==> src/hw/dbg_pkg.sv <==
// *******************************************************************
// Debug front end shared types: TAP states, IR codes, DMI words and
// debug module register addresses
// *******************************************************************

package dbg_pkg;

	// TAP controller states, IEEE 1149.1 order
	typedef enum logic [3:0] {
		test_logic_reset = 4'h0,
		run_test_idle    = 4'h1,
		select_dr_scan   = 4'h2,
		capture_dr       = 4'h3,
		shift_dr         = 4'h4,
		exit1_dr         = 4'h5,
		pause_dr         = 4'h6,
		exit2_dr         = 4'h7,
		update_dr        = 4'h8,
		select_ir_scan   = 4'h9,
		capture_ir       = 4'ha,
		shift_ir         = 4'hb,
		exit1_ir         = 4'hc,
		pause_ir         = 4'hd,
		exit2_ir         = 4'he,
		update_ir        = 4'hf
	} tap_state_e;

	// Strobes at detected TCK rising edges
	typedef struct packed {
		logic shift_dr;
		logic capture_dr;
		logic update_dr;
		logic shift_ir;
		logic capture_ir;
		logic update_ir;
	} tap_ctl_t;

	typedef enum logic [4:0] {
		IR_IDCODE = 5'h01,
		IR_DTMCS  = 5'h10,
		IR_DMI    = 5'h11,
		IR_BYPASS = 5'h1f
	} ir_e;

	localparam int DMI_ABITS = 7;

	typedef enum logic [1:0] {
		DMI_OP_NOP   = 2'd0,
		DMI_OP_READ  = 2'd1,
		DMI_OP_WRITE = 2'd2
	} dmi_op_e;

	// Op sits in the low bits, so it is shifted in first
	typedef struct packed {
		logic [DMI_ABITS-1:0] addr;
		logic [31:0]          wdata;
		dmi_op_e              op;
	} dmi_req_t;

	typedef struct packed {
		logic [DMI_ABITS-1:0] addr;
		logic [31:0]          data;
		logic [1:0]           status;
	} dmi_scan_rsp_t;

	// Request view at update, response view at capture
	typedef union packed {
		dmi_req_t      req;
		dmi_scan_rsp_t rsp;
	} dmi_word_u;

	typedef struct packed {
		logic [31:0] rdata;
	} dmi_rsp_t;

	localparam logic [DMI_ABITS-1:0] DM_DATA0     = 7'h04;
	localparam logic [DMI_ABITS-1:0] DM_DMCONTROL = 7'h10;
	localparam logic [DMI_ABITS-1:0] DM_DMSTATUS  = 7'h11;

	// dtmcs: abits in [9:4], version 1 (0.13) in [3:0]
	localparam logic [31:0] DTMCS_VALUE = {22'h0, 6'(DMI_ABITS), 4'h1};

endpackage

==> src/hw/jtag_tap_fsm.sv <==
// *******************************************************************
// JTAG TAP controller, oversampling TCK, TMS and TDI in the clk domain
// *******************************************************************

`timescale 1ns/1ps

module jtag_tap_fsm (
	input  logic              clk,
	input  logic              i_rst_n,
	input  logic              i_tck,
	input  logic              i_tms,
	input  logic              i_tdi,
	output dbg_pkg::tap_ctl_t o_ctl,
	output logic              o_tdi,
	output logic              o_tck_fall
);
	import dbg_pkg::*;

	logic [1:0] tck_sync;
	logic [1:0] tms_sync;
	logic [1:0] tdi_sync;
	logic       tck_prev;
	logic       tck_rise;
	tap_state_e state;
	tap_state_e state_next;

	// Two flop synchronisers, plus one more stage on TCK for edge detect
	always_ff @(posedge clk) begin
		if (!i_rst_n) begin
			tck_sync <= 2'b00;
			tms_sync <= 2'b00;
			tdi_sync <= 2'b00;
			tck_prev <= 1'b0;
		end else begin
			tck_sync <= {tck_sync[0], i_tck};
			tms_sync <= {tms_sync[0], i_tms};
			tdi_sync <= {tdi_sync[0], i_tdi};
			tck_prev <= tck_sync[1];
		end
	end

	assign tck_rise   = tck_sync[1] & ~tck_prev;
	assign o_tck_fall = ~tck_sync[1] & tck_prev;
	assign o_tdi      = tdi_sync[1];

	always_comb begin
		case (state)
		test_logic_reset: state_next = tms_sync[1] ? test_logic_reset : run_test_idle;
		run_test_idle:    state_next = tms_sync[1] ? select_dr_scan : run_test_idle;
		select_dr_scan:   state_next = tms_sync[1] ? select_ir_scan : capture_dr;
		capture_dr:       state_next = tms_sync[1] ? exit1_dr : shift_dr;
		shift_dr:         state_next = tms_sync[1] ? exit1_dr : shift_dr;
		exit1_dr:         state_next = tms_sync[1] ? update_dr : pause_dr;
		pause_dr:         state_next = tms_sync[1] ? exit2_dr : pause_dr;
		exit2_dr:         state_next = tms_sync[1] ? update_dr : shift_dr;
		update_dr:        state_next = tms_sync[1] ? select_dr_scan : run_test_idle;
		select_ir_scan:   state_next = tms_sync[1] ? test_logic_reset : capture_ir;
		capture_ir:       state_next = tms_sync[1] ? exit1_ir : shift_ir;
		shift_ir:         state_next = tms_sync[1] ? exit1_ir : shift_ir;
		exit1_ir:         state_next = tms_sync[1] ? update_ir : pause_ir;
		pause_ir:         state_next = tms_sync[1] ? exit2_ir : pause_ir;
		exit2_ir:         state_next = tms_sync[1] ? update_ir : shift_ir;
		default:          state_next = tms_sync[1] ? select_dr_scan : run_test_idle;
		endcase
	end

	always_ff @(posedge clk) begin
		if (!i_rst_n) begin
			state <= test_logic_reset;
		end else if (tck_rise) begin
			state <= state_next;
		end
	end

	// Action happens on the rising edge that leaves the state
	assign o_ctl.capture_dr = tck_rise && (state == capture_dr);
	assign o_ctl.shift_dr   = tck_rise && (state == shift_dr);
	assign o_ctl.update_dr  = tck_rise && (state == update_dr);
	assign o_ctl.capture_ir = tck_rise && (state == capture_ir);
	assign o_ctl.shift_ir   = tck_rise && (state == shift_ir);
	assign o_ctl.update_ir  = tck_rise && (state == update_ir);

endmodule

==> src/hw/jtag_dtm.sv <==
// *******************************************************************
// JTAG DTM: IR, IDCODE, DTMCS, BYPASS and DMI scan chains
// *******************************************************************

`timescale 1ns/1ps

module jtag_dtm #(
	parameter logic [31:0] IDCODE = 32'h00000001
) (
	input  logic              clk,
	input  logic              i_rst_n,
	input  dbg_pkg::tap_ctl_t i_ctl,
	input  logic              i_tdi,
	input  logic              i_tck_fall,
	output logic              o_tdo,
	output logic              o_dmi_req,
	output dbg_pkg::dmi_req_t o_dmi_req_data,
	input  logic              i_dmi_rsp,
	input  dbg_pkg::dmi_rsp_t i_dmi_rsp_data
);
	import dbg_pkg::*;

	logic [4:0]  ir;
	logic [4:0]  ir_sr;
	logic        sel_ir;
	dmi_word_u   dr;
	dmi_word_u   dr_capture;
	logic [31:0] rsp_rdata;
	logic        dmi_update;

	// Instruction register
	always_ff @(posedge clk) begin
		if (!i_rst_n) begin
			ir     <= IR_IDCODE;
			sel_ir <= 1'b0;
		end else begin
			if (i_ctl.capture_ir) begin
				sel_ir <= 1'b1;
			end else if (i_ctl.capture_dr) begin
				sel_ir <= 1'b0;
			end
			if (i_ctl.update_ir) begin
				ir <= ir_sr;
			end
		end
	end

	// Low bits 01 are required at capture by 1149.1
	always_ff @(posedge clk) begin
		if (i_ctl.capture_ir) begin
			ir_sr <= 5'b00001;
		end else if (i_ctl.shift_ir) begin
			ir_sr <= {i_tdi, ir_sr[4:1]};
		end
	end

	always_comb begin
		dr_capture = '0;
		case (ir)
		IR_IDCODE: dr_capture[31:0] = IDCODE;
		IR_DTMCS:  dr_capture[31:0] = DTMCS_VALUE;
		IR_DMI: begin
			dr_capture.rsp.addr   = o_dmi_req_data.addr;
			dr_capture.rsp.data   = rsp_rdata;
			dr_capture.rsp.status = 2'b00;
		end
		default: dr_capture = '0;
		endcase
	end

	// Data register, length follows IR
	always_ff @(posedge clk) begin
		if (i_ctl.capture_dr) begin
			dr <= dr_capture;
		end else if (i_ctl.shift_dr) begin
			case (ir)
			IR_DMI:              dr <= {i_tdi, dr[40:1]};
			IR_IDCODE, IR_DTMCS: dr[31:0] <= {i_tdi, dr[31:1]};
			default:             dr[0] <= i_tdi;
			endcase
		end
	end

	assign dmi_update = i_ctl.update_dr && (ir == IR_DMI) && (dr.req.op != DMI_OP_NOP);

	always_ff @(posedge clk) begin
		if (!i_rst_n) begin
			o_dmi_req      <= 1'b0;
			o_dmi_req_data <= '0;
			rsp_rdata      <= '0;
			o_tdo          <= 1'b0;
		end else begin
			o_dmi_req <= dmi_update;
			if (dmi_update) begin
				o_dmi_req_data <= dr.req;
			end
			// Held until the next DMI capture
			if (i_dmi_rsp) begin
				rsp_rdata <= i_dmi_rsp_data.rdata;
			end
			if (i_tck_fall) begin
				o_tdo <= sel_ir ? ir_sr[0] : dr[0];
			end
		end
	end

endmodule

==> src/hw/dm_regs.sv <==
// *******************************************************************
// Debug module registers for one hart: data0, dmcontrol, dmstatus
// *******************************************************************

`timescale 1ns/1ps

module dm_regs (
	input  logic              clk,
	input  logic              i_rst_n,
	input  logic              i_dmi_req,
	input  dbg_pkg::dmi_req_t i_dmi_req_data,
	output logic              o_dmi_rsp,
	output dbg_pkg::dmi_rsp_t o_dmi_rsp_data,
	output logic              o_ndmreset,
	output logic              o_hart_req_halt,
	output logic              o_hart_req_resume,
	input  logic              i_hart_halted,
	input  logic              i_hart_running,
	output logic [31:0]       o_hart_data0_wdata,
	output logic              o_hart_data0_wen,
	input  logic [31:0]       i_hart_data0_rdata
);
	import dbg_pkg::*;

	logic        dmactive;
	logic        haltreq;
	logic [31:0] data0;
	logic [31:0] dmstatus;
	logic [31:0] rdata;
	logic        dmi_wr;
	logic        wr_dmcontrol;
	logic        wr_data0;
	logic [31:0] wdata;

	assign dmi_wr       = i_dmi_req && (i_dmi_req_data.op == DMI_OP_WRITE);
	assign wr_dmcontrol = dmi_wr && (i_dmi_req_data.addr == DM_DMCONTROL);
	assign wr_data0     = dmi_wr && (i_dmi_req_data.addr == DM_DATA0);
	assign wdata        = i_dmi_req_data.wdata;

	// dmcontrol, other fields only take writes once dmactive is set
	always_ff @(posedge clk) begin
		if (!i_rst_n) begin
			dmactive          <= 1'b0;
			o_ndmreset        <= 1'b0;
			haltreq           <= 1'b0;
			o_hart_req_resume <= 1'b0;
		end else begin
			o_hart_req_resume <= 1'b0;
			if (wr_dmcontrol) begin
				dmactive <= wdata[0];
			end
			if (!dmactive) begin
				o_ndmreset <= 1'b0;
				haltreq    <= 1'b0;
			end else if (wr_dmcontrol) begin
				o_ndmreset        <= wdata[1] && wdata[0];
				haltreq           <= wdata[31] && wdata[0];
				// resumereq is ignored while haltreq is also set
				o_hart_req_resume <= wdata[30] && !wdata[31] && wdata[0];
			end
		end
	end

	always_ff @(posedge clk) begin
		if (!i_rst_n) begin
			data0            <= '0;
			o_hart_data0_wen <= 1'b0;
		end else begin
			o_hart_data0_wen <= wr_data0 && dmactive;
			if (!dmactive) begin
				data0 <= '0;
			end else if (wr_data0) begin
				data0 <= wdata;
			end
		end
	end

	assign o_hart_data0_wdata = data0;
	assign o_hart_req_halt    = haltreq && dmactive;

	// Single hart, so the any and all flags are the same; version 2
	assign dmstatus = {20'h0, i_hart_running, i_hart_running, i_hart_halted, i_hart_halted,
		4'h0, 4'd2};

	always_comb begin
		rdata = '0;
		case (i_dmi_req_data.addr)
		DM_DATA0: begin
			// A halted hart owns data0, so return its copy
			if (dmactive) begin
				rdata = i_hart_halted ? i_hart_data0_rdata : data0;
			end
		end
		DM_DMCONTROL: rdata = {haltreq, 29'h0, o_ndmreset, dmactive};
		DM_DMSTATUS:  rdata = dmstatus;
		default:      rdata = '0;
		endcase
	end

	always_ff @(posedge clk) begin
		if (!i_rst_n) begin
			o_dmi_rsp <= 1'b0;
		end else begin
			o_dmi_rsp <= i_dmi_req;
		end
	end

	// Read value from before any write in the same request
	always_ff @(posedge clk) begin
		if (i_dmi_req) begin
			o_dmi_rsp_data.rdata <= rdata;
		end
	end

endmodule

==> src/hw/hart_reset_timer.sv <==
// *******************************************************************
// Hart reset stretcher, fixed length after power-on reset or ndmreset
// *******************************************************************

`timescale 1ns/1ps

module hart_reset_timer #(
	parameter int RESET_CYCLES = 8
) (
	input  logic clk,
	input  logic i_rst_n,
	input  logic i_ndmreset,
	output logic o_hart_rst_n
);

	localparam int CW = $clog2(RESET_CYCLES + 1);

	logic [CW-1:0] count;
	logic          cause;

	assign cause = !i_rst_n || i_ndmreset;

	// Reload while any cause is present, then count down to zero
	always_ff @(posedge clk) begin
		if (cause) begin
			count <= CW'(RESET_CYCLES);
		end else if (count != '0) begin
			count <= count - 1'b1;
		end
	end

	// ndmreset also pulls reset low in the cycle it rises
	assign o_hart_rst_n = !i_ndmreset && (count == '0);

endmodule

==> src/hw/dbg_top.sv <==
// *******************************************************************
// JTAG debug front end: TAP, DTM, debug module and hart reset timer
// *******************************************************************

`timescale 1ns/1ps

module dbg_top #(
	parameter logic [31:0] IDCODE       = 32'h1beef0d3,
	parameter int          RESET_CYCLES = 8
) (
	input  logic        clk,
	input  logic        i_rst_n,

	// JTAG pins
	input  logic        i_tck,
	input  logic        i_tms,
	input  logic        i_tdi,
	output logic        o_tdo,

	// Hart debug interface
	output logic        o_hart_rst_n,
	output logic        o_hart_req_halt,
	output logic        o_hart_req_resume,
	output logic [31:0] o_hart_data0_wdata,
	output logic        o_hart_data0_wen,
	input  logic        i_hart_halted,
	input  logic        i_hart_running,
	input  logic [31:0] i_hart_data0_rdata
);
	import dbg_pkg::*;

	tap_ctl_t tap_ctl;
	logic     tdi_sync;
	logic     tck_fall;
	logic     dmi_req;
	dmi_req_t dmi_req_data;
	logic     dmi_rsp;
	dmi_rsp_t dmi_rsp_data;
	logic     ndmreset;

	jtag_tap_fsm u_tap (
		.clk        (clk),
		.i_rst_n    (i_rst_n),
		.i_tck      (i_tck),
		.i_tms      (i_tms),
		.i_tdi      (i_tdi),
		.o_ctl      (tap_ctl),
		.o_tdi      (tdi_sync),
		.o_tck_fall (tck_fall)
	);

	jtag_dtm #(
		.IDCODE (IDCODE)
	) u_dtm (
		.clk            (clk),
		.i_rst_n        (i_rst_n),
		.i_ctl          (tap_ctl),
		.i_tdi          (tdi_sync),
		.i_tck_fall     (tck_fall),
		.o_tdo          (o_tdo),
		.o_dmi_req      (dmi_req),
		.o_dmi_req_data (dmi_req_data),
		.i_dmi_rsp      (dmi_rsp),
		.i_dmi_rsp_data (dmi_rsp_data)
	);

	dm_regs u_dm (
		.clk                (clk),
		.i_rst_n            (i_rst_n),
		.i_dmi_req          (dmi_req),
		.i_dmi_req_data     (dmi_req_data),
		.o_dmi_rsp          (dmi_rsp),
		.o_dmi_rsp_data     (dmi_rsp_data),
		.o_ndmreset         (ndmreset),
		.o_hart_req_halt    (o_hart_req_halt),
		.o_hart_req_resume  (o_hart_req_resume),
		.i_hart_halted      (i_hart_halted),
		.i_hart_running     (i_hart_running),
		.o_hart_data0_wdata (o_hart_data0_wdata),
		.o_hart_data0_wen   (o_hart_data0_wen),
		.i_hart_data0_rdata (i_hart_data0_rdata)
	);

	hart_reset_timer #(
		.RESET_CYCLES (RESET_CYCLES)
	) u_rst_timer (
		.clk          (clk),
		.i_rst_n      (i_rst_n),
		.i_ndmreset   (ndmreset),
		.o_hart_rst_n (o_hart_rst_n)
	);

endmodule

==> config.mk <==
export PLATFORM = sky130hd
export DESIGN_NAME = dbg_top
export DESIGN_NICKNAME = d
export VERILOG_FILES = /design/src/hw/dbg_pkg.sv /design/src/hw/jtag_tap_fsm.sv /design/src/hw/jtag_dtm.sv /design/src/hw/dm_regs.sv /design/src/hw/hart_reset_timer.sv /design/src/hw/dbg_top.sv
export SDC_FILE = /design/constraint.sdc
export NUM_CORES = 1
export LEC_CHECK = 0
export ABC_AREA = 0
export BUFFER_PORTS_ARGS = -buffer_cell sky130_fd_sc_hd__buf_2
export CORE_MARGIN = 3
export CORE_UTILIZATION = 49
export CTS_BUF_LIST = sky130_fd_sc_hd__clkbuf_8
export CTS_CLUSTER_SIZE = 14
export DETAILED_ROUTE_END_ITERATION = 10
export PLACE_DENSITY = 0.7
export SETUP_SLACK_MARGIN = 0.2
export SKIP_LAST_GASP = 1
export SLEW_MARGIN = 20
export SYNTH_ARGS = -nofsm -noshare
export SYNTH_HDL_FRONTEND = slang
export SYNTH_HIERARCHICAL = 1
export SYNTH_SLANG_ARGS = --single-unit
==> constraint.sdc <==
create_clock -name clk -period 2.75 [get_ports clk]
set_clock_uncertainty 0.15 [all_clocks]
set_input_delay 0.1375 -clock clk [delete_from_list [all_inputs] [get_ports clk]]
set_output_delay 0.1375 -clock clk [all_outputs]
set_load 0.1 [all_outputs]
==> impl_metrics.tcl, run 1 <==
set metrics [dict create \
    power_leakage_nw 4.06 \
    ys_seq_area_frac 0.522 \
    grtUsageMet3 0.0430 \
    core_sq_um 18900 \
    post-place-cells 1159 \
    insertion_delay_ns 0.52 \
    root_buffer "clkbuf_8" \
    antenna_found_initial 0 \
    yosysUniqueCellTypes 63 \
    clockPowerShare 0.429 \
    power_density_nw_per_um2 565 \
    whs_path_depth 3 \
    use_met2 0.347 \
    die_area_sq_um 21200 \
    synth_ff_type "dfxtp_1" \
    dpl_cell_area_sq_um 10100 \
    nets 1019 \
    switching_share 0.226 \
    dr.pass1.iters 5 \
    synth_nets 921 \
    arrival_ns 2.03 \
    vdd_drop_max_mv 0.427 \
    syn_to_final_growth_pct 17.6 \
    cts_sinks 212 \
    p_int_w 0.00490 \
    r2r_cells 7 \
    drtAntennaViolNets 0 \
    clk_pin_slew_ns 0.06 \
    start_kind "register" \
    rows 50 \
    slew_headroom 0.515 \
    ys_warn_count 6 \
    gp_congestion 0.794 \
    start_util 0.505 \
    layout_min_cycle_time_ns 2.32 \
    tns_ns 0 \
    crit_path_max_fanout 4 \
    rsz0062_at_grt "false" \
    track_usage 0.217 \
    io_buffers 75 \
    synth_edf_count 73 \
    io-pin-count 76 \
    die_w_microns 145 \
    power_w 0.00633 \
    route.vias.total 7234 \
    yosysTopAreaCell "dfxtp_1" \
    ys_top_cells_by_area "dfxtp_1 29%, edfxtp_1 23%, mux2i_1 7.8%, o31ai_2 3.8%, nor2b_1 3.7%" \
    ys_ff_latch 212 \
    grt_pass1_vias 7263 \
    antenna_cells 0 \
    setup_violations 0 \
    cts_buffers 37 \
    async_reset_ff_frac 0 \
    use_met1 0.299 \
    end_kind "primary output" \
    cts_tree "built" \
    grt_pass1_wl_microns 38100 \
    via_per_inst 5.72 \
    wl_per_cell_microns 18.5 \
    period_share 0.844 \
    final_cells 1265 \
    critPathRequiredTime_ns 2.46 \
    synth_area_sq_um 9530 \
    drt-total-wl_microns 23400 \
    drv_cap 0 \
    ctsResizeCount 0 \
    final_cell_area_sq_um 11200 \
    clock_path_buffers 3 \
    synth_top_area_frac 0.292 \
    p_sw_w 0.00143 \
    htreeDepth 2 \
    seqPwrFrac 0.518 \
    drt_iter0_markers 459 \
    remaining_drc_errors 0 \
    slew_viol_final 0 \
    die_y_microns 145 \
    status "completed" \
    finalHoldViolCount 0 \
    hold_path.class "primary input to register" \
    combPwrFrac 0.053 \
    grt_busiest_layer "met2" \
    fmax_mhz 431 \
    worstSetupPathType "register to primary output" \
    grt_start_max_net_pins 59 \
    tightestPinTransition_ns 0.727 \
    avgSynthCellArea_sq_um 10.8 \
    post-cts-setup-buffer-count 0 \
    drive_gt1_frac 0.216 \
    hpwl_microns 13400 \
    grt.overflow.total 0 \
    final_util 0.593 \
    syn_inst 880 \
]
-- per-stage QoR --
step                      worst slack, ns  hold WS, ns
after global routing                0.286        0.244
after global placement              0.552        0.201
after CTS                           0.370        0.201
final                               0.428        0.232
after detailed placement            0.535        0.206
after floorplan                     0.246        0.109
-- cell usage after synthesis, drive strengths merged (9+ instances only) --
| master | instances |
|---|---|
| nand2 | 17 |
| edfxtp | 73 |
| o31ai | 33 |
| and2 | 9 |
| clkbuf | 51 |
| a22o | 20 |
| nand4 | 37 |
| a21oi | 40 |
| o21ai | 51 |
| nor2b | 56 |
| a21o | 17 |
| buf | 35 |
| nor2 | 39 |
| a21boi | 41 |
| mux2i | 74 |
| inv | 14 |
| nand3 | 48 |
| dfxtp | 139 |
| nor3 | 20 |
-- registers in the layout (all words and copies together) (netlist names), 2 cells and up --
name                     count
u_tap/tdi_sync               2
u_dm/o_hart_data0_wdata     32
u_dtm/ir_sr                  5
u_dtm/o_dmi_req_data        41
u_tap/state                  4
u_dtm/dr                    41
u_dm/o_dmi_rsp_data         32
u_dtm/rsp_rdata             32
u_rst_timer/count            4
u_tap/tck_sync               2
u_tap/tms_sync               2
u_dtm/ir                     5
-- power groups by stage --
stage | clock [W] | sequential (W) | combinational, W
after global routing | 0.00294 | 0.00328 | 0.000368
after detailed placement | 0 | 0.00335 | 0.000295
after floorplan | 0 | 0.00334 | 0.000226
after global placement | 0 | 0.00335 | 0.000288
final | 0.00271 | 0.00328 | 0.000335
after CTS | 0.00278 | 0.00328 | 0.000337
-- worst paths after layout --
path	from	end	slack, ns
worst max-delay path	u_rst_timer/count[0]	o_hart_rst_n	0.43
worst min-delay path	i_hart_halted	u_dm/o_dmi_rsp_data[3]	0.23
worst max register to register	u_tap/state[3]	u_dtm/o_dmi_req_data[26]	0.45
worst min register to register	u_tap/tdi_sync[0]	u_tap/tdi_sync[1]	0.28
-- final cells by class --
class                   instances  area, sq um
fillers                      1617         7690
flip-flops and latches        212         4980
multi-input cells             568         4080
repair buffers                145         1060
clock buffers                  45          619
well taps                     260          325
clock inverters                21         87.6
inverters                      14         52.6
-- what timing repair did --
item	in CTS	in global routing
setup endpoints to repair	0	0
hold buffers	40	0
hold endpoints to repair	52	0
-- routing by layer --
| metal | up-vias | wire length, microns |
|---|---|---|
| met4 | 0 | 483 |
| li1 | 3436 | - |
| met5 | - | 0 |
| met1 | 3497 | 10600 |
| met3 | 40 | 1420 |
| met2 | 261 | 10900 |
-- cell usage in the layout (no fill, tap or decap), types with 38 or more instances in the layout --
master / synthesis / final
dlygate4sd3_1: 0 / 40
a21oi_1: 40 / 40
nor2b_1: 56 / 56
o21ai_0: 51 / 51
dfxtp_1: 139 / 138
mux2i_1: 74 / 74
clkbuf_8: 0 / 45
edfxtp_1: 73 / 73
buf_2: 18 / 75
nor2_1: 39 / 38
nand3_1: 48 / 48
-- logic make-up (layout without fill, tap and decap cells) --
family | after synthesis | count (layout) | synth area share
muxes | 74 | 74 | 0.0777
xor gates and xnor gates | 4 | 4 | 0.00368
and+or+nand+nor | 257 | 257 | 0.161
adders and majority gates | 2 | 2 | 0.00262
DFF | 212 | 212 | 0.522
AOI/OAI and AO/OA | 231 | 231 | 0.180
buffers and inverters | 100 | 225 | 0.0533
-- worst max-delay path, cell delays in order, from the launching register on --
cell and delay, ns:
dfxtp_1 0.32, inv_1 0.08, ha_1 0.19, or3b_4 0.42, nor2_1 0.10, buf_2 0.43
No activity file was read; power rests on OpenSTA's default activity.
==> inputs of run 2 (changes only) <==
ABC_AREA = 1   (was 0)
clock period = 2.1 ns   (was 2.75 ns; I/O delays follow)
==> impl_metrics.tcl, run 2 <==
set metrics [dict create \
    top_regs "u_dtm/dr (41), u_dtm/o_dmi_req_data (41)" \
    power_density_nw_per_um2 771 \
    ys_warn_count 6 \
    synth_ff_type "dfxtp_1" \
    drt-total-wl_microns 24200 \
    htreeDepth 2 \
    period_share 0.864 \
    p_int_w 0.00672 \
    core_sq_um 18300 \
    start_kind "register" \
    io_buffers 75 \
    combPwrFrac 0.070 \
    gp_congestion 0.840 \
    antenna_cells 0 \
    dpl_cell_area_sq_um 9970 \
    ys_top_cells_by_count "251 x nor2_1, 183 x nand2_1, 139 x dfxtp_1" \
    synth_compound_gate_area_share 0.0913 \
    slew_viol_final 0 \
    antenna_found_initial 0 \
    die_area_sq_um 20700 \
    seqPwrFrac 0.490 \
    layout_min_cycle_time_ns 1.82 \
    dr.pass1.iters 5 \
    synthSimpleGateAreaFrac 0.252 \
    rows 49 \
    vdd_drop_max_mv 0.930 \
    setup_violations 0 \
    synth_area_sq_um 9320 \
    synth_top_area_frac 0.298 \
    nets 1322 \
    p_sw_w 0.00206 \
    io-pin-count 76 \
    drv_cap 0 \
    crit_path_max_fanout 5 \
    cts_buffers 36 \
    grt_pass1_wl_microns 38200 \
    drive_gt1_frac 0.174 \
    final_cell_area_sq_um 11400 \
    synth_mux_area_frac 0.0279 \
    finalHoldViolCount 0 \
    tns_ns 0 \
    start_util 0.509 \
    ys_top_cells_by_area "dfxtp_1 30%, edfxtp_1 24%, nor2_1 10%, nand2_1 7.4%, nand3_1 4.9%" \
    syn_inst 1144 \
    grt.overflow.total 0 \
    hpwl_microns 14200 \
    slew_headroom 0.589 \
    avgSynthCellArea_sq_um 8.15 \
    end_kind "primary output" \
    wl_per_cell_microns 15.7 \
    worstSetupPathType "register to primary output" \
    yosysMostFrequentCell "nor2_1" \
    track_usage 0.227 \
    cts_sinks 212 \
    fillerInstances 1522 \
    clock_path_buffers 3 \
    die_y_microns 144 \
    yosysUniqueCellTypes 36 \
    fmax_mhz 551 \
    synth_nets 1185 \
    r2r_slack_ns 0.30 \
    synthXorXnorAreaFrac 0.000939 \
    via_per_inst 5.22 \
    route.vias.total 8024 \
    rsz0062_at_grt "false" \
    syn_to_final_growth_pct 22.1 \
    grt_start_max_net_pins 90 \
    async_reset_ff_frac 0 \
    hold_path.class "primary input to register" \
    synth_edf_count 73 \
    yosysTopAreaCell "dfxtp_1" \
    remaining_drc_errors 0 \
    clk_pin_slew_ns 0.07 \
    layout_common_cells "249 x nor2_1, 180 x nand2_1, 134 x dfxtp_1, 124 x inv_1, 92 x nand3_1" \
    drt_iter0_markers 825 \
    ys_ff_latch 212 \
    drtAntennaViolNets 0 \
    status "completed" \
    insertion_delay_ns 0.53 \
    cts_tree "built" \
    ys_seq_area_frac 0.534 \
    power_leakage_nw 4.90 \
    critPathRequiredTime_ns 1.85 \
    synth_fa_ha_area_frac 0.00268 \
    synth_top_family_by_area "simple AND/OR/NAND/NOR gates" \
    tightestPinTransition_ns 0.616 \
    die_w_microns 144 \
    clockPowerShare 0.439 \
    arrival_ns 1.56 \
    final_common_cell "nor2_1" \
    root_buffer "clkbuf_8" \
    switching_share 0.235 \
    grt_pass1_vias 7535 \
]
## run 2: cell types whose count changed after synthesis, moves of 29 or more
cell	change
a21boi_0	-34
nand3_1	+44
clkbuf_1	-31
o31ai_2	-29
nor2b_1	-56
mux2i_1	-48
nand2_1	+166
nor2_1	+212
nand4_1	-34
inv_1	+101
## run 2: routing by layer
metal / wire length [microns] / share of wire / global-route usage
met5: 0 / 0 / 0
met3: 1920 / 0.079 / 0.0476
met1: 11000 / 0.45 / 0.326
met2: 10800 / 0.45 / 0.349
met4: 498 / 0.021 / 0.0654
## run 2: final cells by class
class | count | area [sq um] | share of cell area
clock buffers | 48 | 661 | 0.0580
clock inverters | 18 | 108 | 0.00945
inverters | 125 | 477 | 0.0419
multi-input cells | 747 | 3590 | 0.315
flip-flops and latches | 212 | 4980 | 0.438
well taps | 229 | 287 | 0.0252
repair buffers | 159 | 1280 | 0.113
## run 2: power by group through the flow
stage	clock (W)	combinational (W)	sequential, W
2_1_floorplan	0	0.000335	0.00438
3_3_place_gp	0	0.000434	0.00438
3_5_place_dp	0	0.000447	0.00438
4_1_cts	0.00391	0.000528	0.00430
5_1_grt	0.00410	0.000673	0.00430
6_report	0.00386	0.000614	0.00430
## run 2: worst max-delay path: stages (launching register included)
cell	delay, ns
dfxtp_1	0.47
nand2_1	0.09
inv_1	0.05
buf_2	0.42
## run 2: cells by family after synthesis
| kind of cell | count (synthesis) |
|---|---|
| simple gates | 558 |
| flops | 212 |
| buf+inv | 187 |
| compound gates | 158 |
| mux | 26 |
| fa+ha+maj | 2 |
| xor+xnor | 1 |
## run 2: what timing repair did
| action | in CTS | in global routing |
|---|---|---|
| pin swaps | 0 | 6 |
| setup buffers | 0 | 6 |
| gates cloned | 0 | 5 |
| gates resized for setup | 5 | 20 |
| hold buffers | 42 | 0 |
| hold endpoints to repair | 108 | 0 |
| setup endpoints to repair | 42 | 109 |
## run 2: per-stage QoR
step	setup slack, ns	util	power, W	instances	hold slack (ns)
6_report	0.285	0.621	0.00877	1538	0.0811
3_5_place_dp	0.132	0.544	0.00483	1419	0.141
3_3_place_gp	0.189	0.544	0.00482	1419	0.136
5_1_grt	0.192	0.621	0.00907	1538	0.0581
4_1_cts	0.134	0.610	0.00874	1527	0.0453
2_1_floorplan	0.236	-	0.00472	1144	0.0485
## run 2: worst paths after layout
path	cells past startpoint	endpoint	from
max	3	o_hart_req_halt	u_dm/dmactive
min	3	u_dm/o_dmi_rsp_data[31]	i_hart_halted
max reg2reg	8	u_dtm/dr[18]	u_tap/state[1]
min reg2reg	2	u_tap/tck_sync[1]	u_tap/tck_sync[0]
